File: src/source/uart_cmd_pkg.sv
package uart_cmd_pkg;

  // serial timing in clock cycles and bit periods
  localparam int bit_cycles         = 16;
  localparam int frame_bits         = 11;
  localparam int reply_timeout_bits = 40;

  // reply window expressed in clock cycles
  localparam int timeout_cycles = reply_timeout_bits * bit_cycles;

  // write command with rw low
  typedef struct packed {
    logic       rw;
    logic [6:0] addr;
    logic [7:0] data;
  } cmd_wr_t;

  // read command with rw high and the low byte unused
  typedef struct packed {
    logic       rw;
    logic [6:0] addr;
    logic [7:0] pad;
  } cmd_rd_t;

  // upper byte goes out first in both views
  typedef union packed {
    cmd_wr_t wr;
    cmd_rd_t rd;
  } cmd_word_u;

  // reply status and byte returned to the host
  typedef struct packed {
    logic       timeout;
    logic       frame_err;
    logic [7:0] data;
  } read_result_t;

endpackage
File: src/source/uart_cmd_top.sv
`timescale 1ns/10ps

module uart_cmd_top (
  input  logic                       clk,
  input  logic                       rst_n,
  input  uart_cmd_pkg::cmd_word_u    cmd,
  input  logic                       cmd_vld,
  input  logic                       rx,
  output logic                       cmd_rdy,
  output logic                       tx,
  output logic                       read_rdy,
  output uart_cmd_pkg::read_result_t read_result
);

  logic                       tx_start;
  logic [7:0]                 tx_byte;
  logic                       tx_busy;
  logic                       rx_arm;
  logic                       rx_done;
  uart_cmd_pkg::read_result_t rx_result;

  cmd_sequencer u_cmd_sequencer (
    .clk        (clk),
    .rst_n      (rst_n),
    .cmd        (cmd),
    .cmd_vld    (cmd_vld),
    .tx_busy    (tx_busy),
    .rx_done    (rx_done),
    .rx_result  (rx_result),
    .cmd_rdy    (cmd_rdy),
    .tx_start   (tx_start),
    .tx_byte    (tx_byte),
    .rx_arm     (rx_arm),
    .read_rdy   (read_rdy),
    .read_result(read_result)
  );

  uart_tx_frame u_uart_tx_frame (
    .clk     (clk),
    .rst_n   (rst_n),
    .tx_start(tx_start),
    .tx_byte (tx_byte),
    .tx      (tx),
    .tx_busy (tx_busy)
  );

  uart_rx_frame u_uart_rx_frame (
    .clk      (clk),
    .rst_n    (rst_n),
    .rx       (rx),
    .rx_arm   (rx_arm),
    .rx_done  (rx_done),
    .rx_result(rx_result)
  );

endmodule

File: src/source/uart_rx_frame.sv
`timescale 1ns/10ps

module uart_rx_frame (
  input  logic                       clk,
  input  logic                       rst_n,
  input  logic                       rx,
  input  logic                       rx_arm,
  output logic                       rx_done,
  output uart_cmd_pkg::read_result_t rx_result
);

  typedef enum logic [1:0] {
    rx_idle,
    rx_wait,
    rx_start,
    rx_bits
  } rx_state_t;

  rx_state_t state;
  logic      rx_s1;
  logic      rx_s2;
  logic      rx_s3;
  logic [$clog2(uart_cmd_pkg::bit_cycles)-1:0] baud_cnt;
  logic [3:0] bit_cnt;
  logic [$clog2(uart_cmd_pkg::timeout_cycles + uart_cmd_pkg::bit_cycles)-1:0] tout_cnt;
  logic [8:0] sh;
  logic       fall;
  logic       half_tick;
  logic       bit_tick;
  logic       stop_tick;
  logic       tout_hit;

  assign fall      = rx_s3 && !rx_s2;
  assign half_tick = state == rx_start &&
                     baud_cnt == $bits(baud_cnt)'(uart_cmd_pkg::bit_cycles / 2 - 1);
  assign bit_tick  = state == rx_bits &&
                     baud_cnt == $bits(baud_cnt)'(uart_cmd_pkg::bit_cycles - 1);
  // eight data bits and parity come before the stop bit
  assign stop_tick = bit_tick && bit_cnt == 4'd9;
  assign tout_hit  = state == rx_wait && !fall &&
                     tout_cnt >= $bits(tout_cnt)'(uart_cmd_pkg::timeout_cycles - 1);

  always_ff @(posedge clk or negedge rst_n) begin
    if (!rst_n) begin
      state    <= rx_idle;
      rx_s1    <= 1'b1;
      rx_s2    <= 1'b1;
      rx_s3    <= 1'b1;
      baud_cnt <= '0;
      bit_cnt  <= '0;
      tout_cnt <= '0;
      rx_done  <= 1'b0;
    end else begin
      rx_s1   <= rx;
      rx_s2   <= rx_s1;
      rx_s3   <= rx_s2;
      rx_done <= 1'b0;
      case (state)
        rx_idle: begin
          if (rx_arm) begin
            tout_cnt <= '0;
            state    <= rx_wait;
          end
        end
        rx_wait: begin
          tout_cnt <= tout_cnt + 1'b1;
          if (fall) begin
            baud_cnt <= '0;
            state    <= rx_start;
          end else if (tout_hit) begin
            rx_done <= 1'b1;
            state   <= rx_idle;
          end
        end
        rx_start: begin
          // timeout keeps running through a false start
          tout_cnt <= tout_cnt + 1'b1;
          baud_cnt <= baud_cnt + 1'b1;
          if (half_tick) begin
            baud_cnt <= '0;
            bit_cnt  <= '0;
            state    <= rx_s2 ? rx_wait : rx_bits;
          end
        end
        default: begin
          if (bit_tick) begin
            baud_cnt <= '0;
            bit_cnt  <= bit_cnt + 1'b1;
            if (stop_tick) begin
              rx_done <= 1'b1;
              state   <= rx_idle;
            end
          end else begin
            baud_cnt <= baud_cnt + 1'b1;
          end
        end
      endcase
    end
  end

  always_ff @(posedge clk) begin
    if (bit_tick && !stop_tick) begin
      sh <= {rx_s2, sh[8:1]};
    end
    if (stop_tick) begin
      rx_result.timeout   <= 1'b0;
      // odd parity over data plus parity bit, and stop must be high
      rx_result.frame_err <= !(^sh) || !rx_s2;
      rx_result.data      <= sh[7:0];
    end else if (tout_hit) begin
      rx_result.timeout   <= 1'b1;
      rx_result.frame_err <= 1'b0;
      rx_result.data      <= 8'h00;
    end
  end

endmodule

File: src/source/uart_tx_frame.sv
`timescale 1ns/10ps

module uart_tx_frame (
  input  logic       clk,
  input  logic       rst_n,
  input  logic       tx_start,
  input  logic [7:0] tx_byte,
  output logic       tx,
  output logic       tx_busy
);

  logic [$clog2(uart_cmd_pkg::bit_cycles)-1:0] baud_cnt;
  logic [$clog2(uart_cmd_pkg::frame_bits)-1:0] bit_cnt;
  logic [uart_cmd_pkg::frame_bits-1:0]         shreg;
  logic                                        baud_end;
  logic                                        last_bit;

  assign baud_end = baud_cnt == $bits(baud_cnt)'(uart_cmd_pkg::bit_cycles - 1);
  assign last_bit = bit_cnt == $bits(bit_cnt)'(uart_cmd_pkg::frame_bits - 1);

  always_ff @(posedge clk or negedge rst_n) begin
    if (!rst_n) begin
      // all ones keeps the line idle high
      shreg    <= '1;
      baud_cnt <= '0;
      bit_cnt  <= '0;
      tx_busy  <= 1'b0;
    end else if (!tx_busy) begin
      if (tx_start) begin
        // stop, odd parity, data, start
        shreg    <= {1'b1, ~^tx_byte, tx_byte, 1'b0};
        baud_cnt <= '0;
        bit_cnt  <= '0;
        tx_busy  <= 1'b1;
      end
    end else if (baud_end) begin
      baud_cnt <= '0;
      shreg    <= {1'b1, shreg[uart_cmd_pkg::frame_bits-1:1]};
      if (last_bit) begin
        tx_busy <= 1'b0;
      end else begin
        bit_cnt <= bit_cnt + 1'b1;
      end
    end else begin
      baud_cnt <= baud_cnt + 1'b1;
    end
  end

  // lsb of the shift register drives the line
  assign tx = shreg[0];

endmodule

File: src/source/cmd_sequencer.sv
`timescale 1ns/10ps

module cmd_sequencer (
  input  logic                       clk,
  input  logic                       rst_n,
  input  uart_cmd_pkg::cmd_word_u    cmd,
  input  logic                       cmd_vld,
  input  logic                       tx_busy,
  input  logic                       rx_done,
  input  uart_cmd_pkg::read_result_t rx_result,
  output logic                       cmd_rdy,
  output logic                       tx_start,
  output logic [7:0]                 tx_byte,
  output logic                       rx_arm,
  output logic                       read_rdy,
  output uart_cmd_pkg::read_result_t read_result
);

  typedef enum logic [2:0] {
    st_idle,
    st_send_addr,
    st_send_data,
    st_wait_reply,
    st_done
  } seq_state_t;

  seq_state_t              state;
  uart_cmd_pkg::cmd_word_u cmd_q;
  logic                    accept;
  logic                    frame_done;

  assign accept = cmd_vld && cmd_rdy;

  // tx_busy is still low in the cycle that carries tx_start
  assign frame_done = !tx_start && !tx_busy;

  always_ff @(posedge clk or negedge rst_n) begin
    if (!rst_n) begin
      state    <= st_idle;
      cmd_rdy  <= 1'b1;
      tx_start <= 1'b0;
      rx_arm   <= 1'b0;
      read_rdy <= 1'b0;
    end else begin
      tx_start <= 1'b0;
      rx_arm   <= 1'b0;
      read_rdy <= 1'b0;
      case (state)
        st_idle: begin
          if (accept) begin
            cmd_rdy  <= 1'b0;
            tx_start <= 1'b1;
            state    <= st_send_addr;
          end
        end
        st_send_addr: begin
          if (frame_done) begin
            if (cmd_q.rd.rw) begin
              rx_arm <= 1'b1;
              state  <= st_wait_reply;
            end else begin
              tx_start <= 1'b1;
              state    <= st_send_data;
            end
          end
        end
        st_send_data: begin
          if (frame_done) begin
            state <= st_done;
          end
        end
        st_wait_reply: begin
          if (rx_done) begin
            state <= st_done;
          end
        end
        default: begin
          // read_rdy and cmd_rdy rise together
          cmd_rdy  <= 1'b1;
          read_rdy <= cmd_q.rd.rw;
          state    <= st_idle;
        end
      endcase
    end
  end

  always_ff @(posedge clk) begin
    if (accept) begin
      cmd_q   <= cmd;
      tx_byte <= {cmd.rd.rw, cmd.rd.addr};
    end else if (state == st_send_addr && frame_done && !cmd_q.wr.rw) begin
      tx_byte <= cmd_q.wr.data;
    end
    if (state == st_wait_reply && rx_done) begin
      read_result <= rx_result;
    end
  end

endmodule

File: config.mk
export PLATFORM = sky130hd
export DESIGN_NAME = uart_cmd_top
export DESIGN_NICKNAME = d
export VERILOG_FILES = /design/src/source/uart_cmd_pkg.sv /design/src/source/uart_cmd_top.sv /design/src/source/uart_rx_frame.sv /design/src/source/uart_tx_frame.sv /design/src/source/cmd_sequencer.sv
export SDC_FILE = /design/constraint.sdc
export NUM_CORES = 1
export LEC_CHECK = 0
export BUFFER_PORTS_ARGS = -buffer_cell sky130_fd_sc_hd__buf_2
export CORE_ASPECT_RATIO = 0.6
export CORE_MARGIN = 8
export CORE_UTILIZATION = 45
export DETAILED_ROUTE_END_ITERATION = 6
export PLACE_DENSITY_LB_ADDON = 0.12
export SLEW_MARGIN = 0
export SYNTH_ARGS = -nofsm -noshare
export SYNTH_HDL_FRONTEND = slang
export SYNTH_SLANG_ARGS = --single-unit
File: constraint.sdc
create_clock -name clk -period 2.2 [get_ports clk]
set_clock_uncertainty 0.15 [all_clocks]
set_input_delay 0.55 -clock clk [delete_from_list [all_inputs] [get_ports clk]]
set_output_delay 0.55 -clock clk [all_outputs]
set_load 0.005 [all_outputs]
* After elaboration in Yosys (flattened, before gate mapping)
Index checks and enable logic that the tools add are counted.
** Cells by class
- Add/sub/neg operators :: 5
- Order comparisons :: 1
- Equal/unequal tests :: 21
- Mux-type cells :: 55
- Bitwise operators :: 3
- Reduce and logical (&&, ||, !) cells :: 44
** Operators with widths (count)
- 4-bit two-way mux :: 11
- 11-bit two-way mux :: 3
- 10-bit one-hot mux with 2 select lines :: 1
- 9-bit two-way mux :: 2
- 1-bit two-way mux :: 17
- 4-bit by 1-bit adder with 4-bit output (second input constant) :: 4
- 4-bit equality test (second input constant) :: 4
- 8-bit two-way mux :: 2
- 2-bit two-way mux :: 7
- 1-bit logical AND :: 12
- 3-bit two-way mux :: 4
- 2-bit by 1-bit inequality test with 1-bit output (second input constant) :: 6
- 3-bit one-hot mux with 4 select lines :: 1
- 4-bit one-hot mux with 3 select lines :: 1
- 10-bit by 1-bit adder with 10-bit output (second input constant) :: 1
- 10-bit >= comparator (second input constant) :: 1
- 10-bit two-way mux :: 1
- 2-bit nonzero test :: 5
- 9-bit XOR reduction :: 1
- 4-bit one-hot mux with 2 select lines :: 1
- 2-bit AND reduction :: 4
- 4-bit nonzero test :: 2
- 8-bit XNOR reduction :: 1
- 1-bit logical NOT :: 7
- other kinds (19) :: 30
** Storage, ports and cells
- Register bits after elaboration :: 104
- Input port bits :: 20
- Output and inout bits :: 13
- Word-level logic and storage cells :: 155

* Logic depth before layout (Yosys ltp)
- Word-level depth :: 8
- Depth in mapped cells :: 8
- Depth with buffers taken out :: 7

* By module
From an unflattened synthesis, not the netlist that was laid out.
** Unflattened totals
- Cell total of the unflattened synthesis :: 340
- Area, all modules :: 4305.4 um^2
** Modules (own cells, without submodules)
- uart_rx_frame :: times used 1, cells each 182, area an instance 2030.7 um^2, seq. area each 1164.9 um^2
- cmd_sequencer :: times used 1, cells each 67, area an instance 1248.7 um^2, seq. area each 987.2 um^2
- uart_tx_frame :: times used 1, cells each 91, area an instance 1026.0 um^2, seq. area each 488.0 um^2

* Least setup slack after synthesis
No wires, ideal clock.
- Kind :: flip-flop to flip-flop
- Start :: register u_uart_tx_frame.tx_busy
- End :: register u_cmd_sequencer.tx_byte[0] (enable)
- Setup time :: 0.384 ns
- Arrival time :: 1.729 ns
- Required time :: 1.666 ns
- Setup slack :: -0.063 ns
- Cell stages (with the launch flop) :: 5
- Buffers on the path :: 1
- Clock period less this slack :: 2.263 ns
- Cells stage by stage :: dfrtp_1 buf_1 nor2_1 nand3_1 o21ai_0
** Between the ends
- Word-level cells in the longest chain between the ends :: 5
** Ends and longest elaborated chain
- start: declaration :: RTL line uart_tx_frame.sv:9 : output logic tx_busy
- start signal: assignment :: RTL line uart_tx_frame.sv:27 : tx_busy <= 1'b0;
- start signal: assignment :: RTL line uart_tx_frame.sv:34 : tx_busy <= 1'b1;
- start signal: assignment :: RTL line uart_tx_frame.sv:40 : tx_busy <= 1'b0;
- 1-bit logical NOT
- 1-bit logical AND :: RTL line cmd_sequencer.sv:35 : assign frame_done = !tx_start && !tx_busy;
- 1-bit logical AND (2 in series) :: RTL line cmd_sequencer.sv:91 : end else if (state == st_send_addr && frame_done && !cmd_q.wr.rw) begin
- 2-bit nonzero test (no source line)
- end signal: assignment :: RTL line cmd_sequencer.sv:90 : tx_byte <= {cmd.rd.rw, cmd.rd.addr};
- end signal: assignment :: RTL line cmd_sequencer.sv:92 : tx_byte <= cmd_q.wr.data;
- end: declaration :: RTL line cmd_sequencer.sv:13 : output logic [7:0] tx_byte,
No other way between the ends.
A chain may end at the register's enable or synchronous reset.

* Worst setup path in the final report
- Start :: register u_uart_rx_frame.state[0]
- End :: register u_uart_rx_frame.tout_cnt[6] (netlist name)
** Between the ends
- Word-level cells in the longest chain between the ends :: 4
- Elaborated cells between the ends (all ways) :: 8
- Those cells by class :: eq/ne (3); mux (1); reduce/logical (4)
** Ends and longest elaborated chain
- start: declaration :: RTL line uart_rx_frame.sv:19 : rx_state_t state;
- start signal: assignment :: RTL line uart_rx_frame.sv:45 : state <= rx_idle;
- start signal: assignment :: RTL line uart_rx_frame.sv:62 : state <= rx_wait;
- start signal: assignment :: RTL line uart_rx_frame.sv:69 : state <= rx_start;
- 2-bit by 1-bit equality test with 1-bit output / 2-bit equality test (equally long branches) :: RTL line uart_rx_frame.sv:58 : case (state)
- 2-bit OR reduction (no source line)
- 2-bit nonzero test (no source line)
- 2-bit AND reduction (no source line)
- end signal: assignment :: RTL line uart_rx_frame.sv:66 : tout_cnt <= tout_cnt + 1'b1;
- end signal: assignment :: RTL line uart_rx_frame.sv:77 : tout_cnt <= tout_cnt + 1'b1;
- end: declaration :: RTL line uart_rx_frame.sv:25 : logic [$clog2(uart_cmd_pkg::timeout_cycles + uart_cmd_pkg::bit_cycles)-1:0] tout_cnt;
Parallel ways exist; a longest one is shown, timed or not.

==> metrics.yaml <==
min_path:
  hold_class: "input port to flop"
  min-delay-start: "rx"
  min_to: "u_uart_rx_frame.rx_s1"
  hold_path_depth: 1
setup_path:
  r2r-start: "u_uart_rx_frame.state[0]"
  worstPathMaxFanout: 4
  cpPeakStageDelay_ns: 0.51
  cpLargestDelayFamily: "simple AND/OR/NAND/NOR gates"
  critical_path.slowest_cell: "or4_1"
  crit_required_ns: 2.32
  start_kind: "flop"
  worst-path-buf-inv: 1
  endpoint_kind: "flop"
  regToRegSetupSlack_ns: 0.09
  r2r_end: "u_uart_rx_frame.tout_cnt[6]"
  reg2reg_depth: 7
  cp_data_arrival_time_ns: 2.23
  cp_cell_sequence: "inv_1, ha_1, nor2b_2, or2_2, or4_1, nand2_1, a22o_1"
  path_class: "flop to flop"
timing:
  max_slew_margin_pct: 68.18
  timing.hold.ws_ns: 0.1635
  setup_viol: 0
  rsz0062_at_grt: "no"
  slew_violations: 0
  worst_pin_slew_ns: 0.4761
  period_minus_slack_ns: 2.106
  period_share_pct: 95.75
  max_freq_ghz: 0.4747
  finalHoldViolCount: 0
  setup_ws_ns: 0.09354
clock_tree:
  numCtsBuffers: 9
  cts.sinks: 96
  tritoncts: "done"
  clk_pin_slew_worst_paths_ns: 0.06
  htreeDepth: 3
  cts_buffer_depth: 2
  cts.root.buffer_cell: "clkbuf_16"
  clk_latency_ns: 0.33
die:
  core.rowCount: 27
  die_w_microns: 141.7
  core_sq_um: 9189
  die_h_microns: 91.45
  dieArea_sq_um: 12960
  initial_core_util_pct: 46.46
  pin_count: 33
synthesis:
  synthMuxAreaShare_pct: 5.334
  synth-simple-area-share_pct: 13.36
  synthXorXnorAreaFrac_pct: 4.308
  synth_fa_ha_area_share_pct: 3.224
  synth_nets: 374
  synth_seq_cells: 96
  seq_area_frac_synth_pct: 61.84
  synth-edff-count: 45
  synth_area_sq_um: 4269
  synth_cells: 343
  synth_top_family_by_area: "simple AND/OR/NAND/NOR gates"
  yosys_warnings: 0
  ys_async_sr_fraction_pct: 52.08
  synth_compound_area_share_pct: 9.818
  synth-main-ff-cell: "edfxtp_1"
  ys_types: 45
  synth_area_per_cell_sq_um: 12.45
place:
  gp_congestion: 0.7643
  dp_cells: 512
  dp_slack_ns: -0.1137
  io_buffer_count: 32
  dp_hpwl_microns: 5651
power:
  power_density_nw_per_um2: 1051
  peakVddDrop_mv: 0.4690
  power.leakage_nw: 2.167
final_layout:
  num_antenna_cells: 0
  final_core_util_pct: 54.60
  syn2layout_area_growth_pct: 17.53
  instances_no_fill: 530
  nNetsFinal: 426
  layout-drive-gt1-share_pct: 25.00
drt:
  first_pass_iters: 4
  routedWlPerCell_microns: 14.68
  drc_errors: 0
  routed-via-count: 2624
  vias_per_cell: 4.951
  routed_wl_microns: 7782
  ant_nets: 0
  drt_iter0_markers: 171
grt:
  grt_start_max_net_pins: 27
  overflow: 0
  grt_pass1_vias: 2540
  antenna_found_initial: 0
  grt_pass1_wl_microns: 12970
  gr-usage-all-layers_pct: 12.66
run_status:
  status: "complete, no violations"
flow_run:
  drv_cap: 0
## area by class of cell
type                            instances  area (sq um)
Clock buffer                           11         232.7
Clock inverter                          5         57.56
Fill cell                             808          4172
Inverter                               13         48.80
Multi-Input combinational cell        224          1559
Sequential cell                        96          2641
Tap cell                              130         162.7
Timing Repair Buffer                   51         315.3
## power by group
part / internal, mW / switching, mW / leakage [nW] / total, mW
Clock: 0.880 / 0.634 / 0.133 / 1.51
Combinational: 0.608 / 0.680 / 0.957 / 1.29
Sequential: 2.21 / 0.262 / 1.08 / 2.47
## sequential cells by signal, indices dropped and copies added (netlist names), 4 cells and up
signal,count
u_uart_rx_frame.tout_cnt,10
u_uart_tx_frame.baud_cnt,4
u_uart_rx_frame.sh,9
u_cmd_sequencer.cmd_q,9
u_uart_rx_frame.bit_cnt,4
u_uart_rx_frame.rx_result,10
u_cmd_sequencer.read_result,10
u_uart_rx_frame.baud_cnt,4
u_cmd_sequencer.tx_byte,8
u_uart_tx_frame.bit_cnt,4
u_uart_tx_frame.shreg,10
## cells in the mapped netlist (9+ instances only)
| library cell | count | share of area, % |
|---|---|---|
| nand3_1 | 9 | 1.1 |
| xnor2_1 | 14 | 2.9 |
| inv_1 | 13 | 1.1 |
| dfstp_2 | 14 | 8.6 |
| edfxtp_1 | 45 | 32 |
| nor2_1 | 17 | 1.5 |
| nor3_1 | 10 | 1.2 |
| and2_1 | 10 | 1.5 |
| ha_1 | 11 | 3.2 |
| dfrtp_1 | 36 | 21 |
| nand2_1 | 31 | 2.7 |
| o21ai_0 | 25 | 2.9 |
| mux2_2 | 10 | 2.6 |
| mux2i_1 | 10 | 2.3 |
| a21oi_1 | 16 | 1.9 |
## layer usage
metal / track usage, % / routed length [microns]
met1: 18.82 / 4340
met2: 16.68 / 3060
met3: 4.232 / 281
met4: 4.000 / 100
met5: 0 / 0
## kinds of logic after synthesis
group | count (synthesis)
flip-flops | 96
XOR/XNOR | 21
adder cells (fa/ha/maj) | 11
multiplexers | 21
AO/OA/AOI/OAI | 64
AND/OR/NAND/NOR | 107
buffers and inverters | 23
## per-stage QoR
step	power [mW]	cell area [sq um]	setup TNS, ns
after floorplan	3.388	4269	0
after global placement	3.724	4691	0
after detailed placement	3.766	4691	-0.1137
after CTS	5.301	4994	0
after global routing	5.608	5017	0
final	5.274	5017	0
## how the worst max path moves through the flow
stage / start / end / slack [ns] / cells after the start
after floorplan: u_uart_rx_frame.state[1] / u_uart_rx_frame.state[1] / 0.13 / 6
after global placement: u_uart_rx_frame.state[0] / u_uart_rx_frame.bit_cnt[3] / 0.1 / 7
after detailed placement: u_uart_rx_frame.state[0] / u_uart_rx_frame.bit_cnt[3] / -0.11 / 7
after CTS: u_uart_rx_frame.state[1] / u_uart_rx_frame.bit_cnt[3] / 0.007 / 7
after global routing: u_uart_rx_frame.state[0] / u_uart_rx_frame.tout_cnt[6] / 0.01 / 7
final: u_uart_rx_frame.state[0] / u_uart_rx_frame.tout_cnt[6] / 0.09 / 7
## what timing repair did
action,in CTS,in global routing
pin swaps,1,1
endpoints found under the setup margin,1,12
hold buffers,0,0
gates resized for setup,2,5
setup buffers,0,2
## cell usage in the layout (no fill, tap or decap), types with 9 or more instances in the layout
master / Yosys / layout
a21oi_1: 16 / 16
and2_1: 10 / 10
buf_2: 3 / 32
buf_4: 0 / 18
clkbuf_16: 0 / 9
dfrtp_1: 36 / 35
dfstp_2: 14 / 14
edfxtp_1: 45 / 45
ha_1: 11 / 9
inv_1: 13 / 13
mux2_2: 10 / 10
mux2i_1: 10 / 10
nand2_1: 31 / 30
nand3_1: 9 / 9
nor2_1: 17 / 17
nor3_1: 10 / 10
o21ai_0: 25 / 24
xnor2_1: 14 / 14
Power figures use the tool's default switching activity.
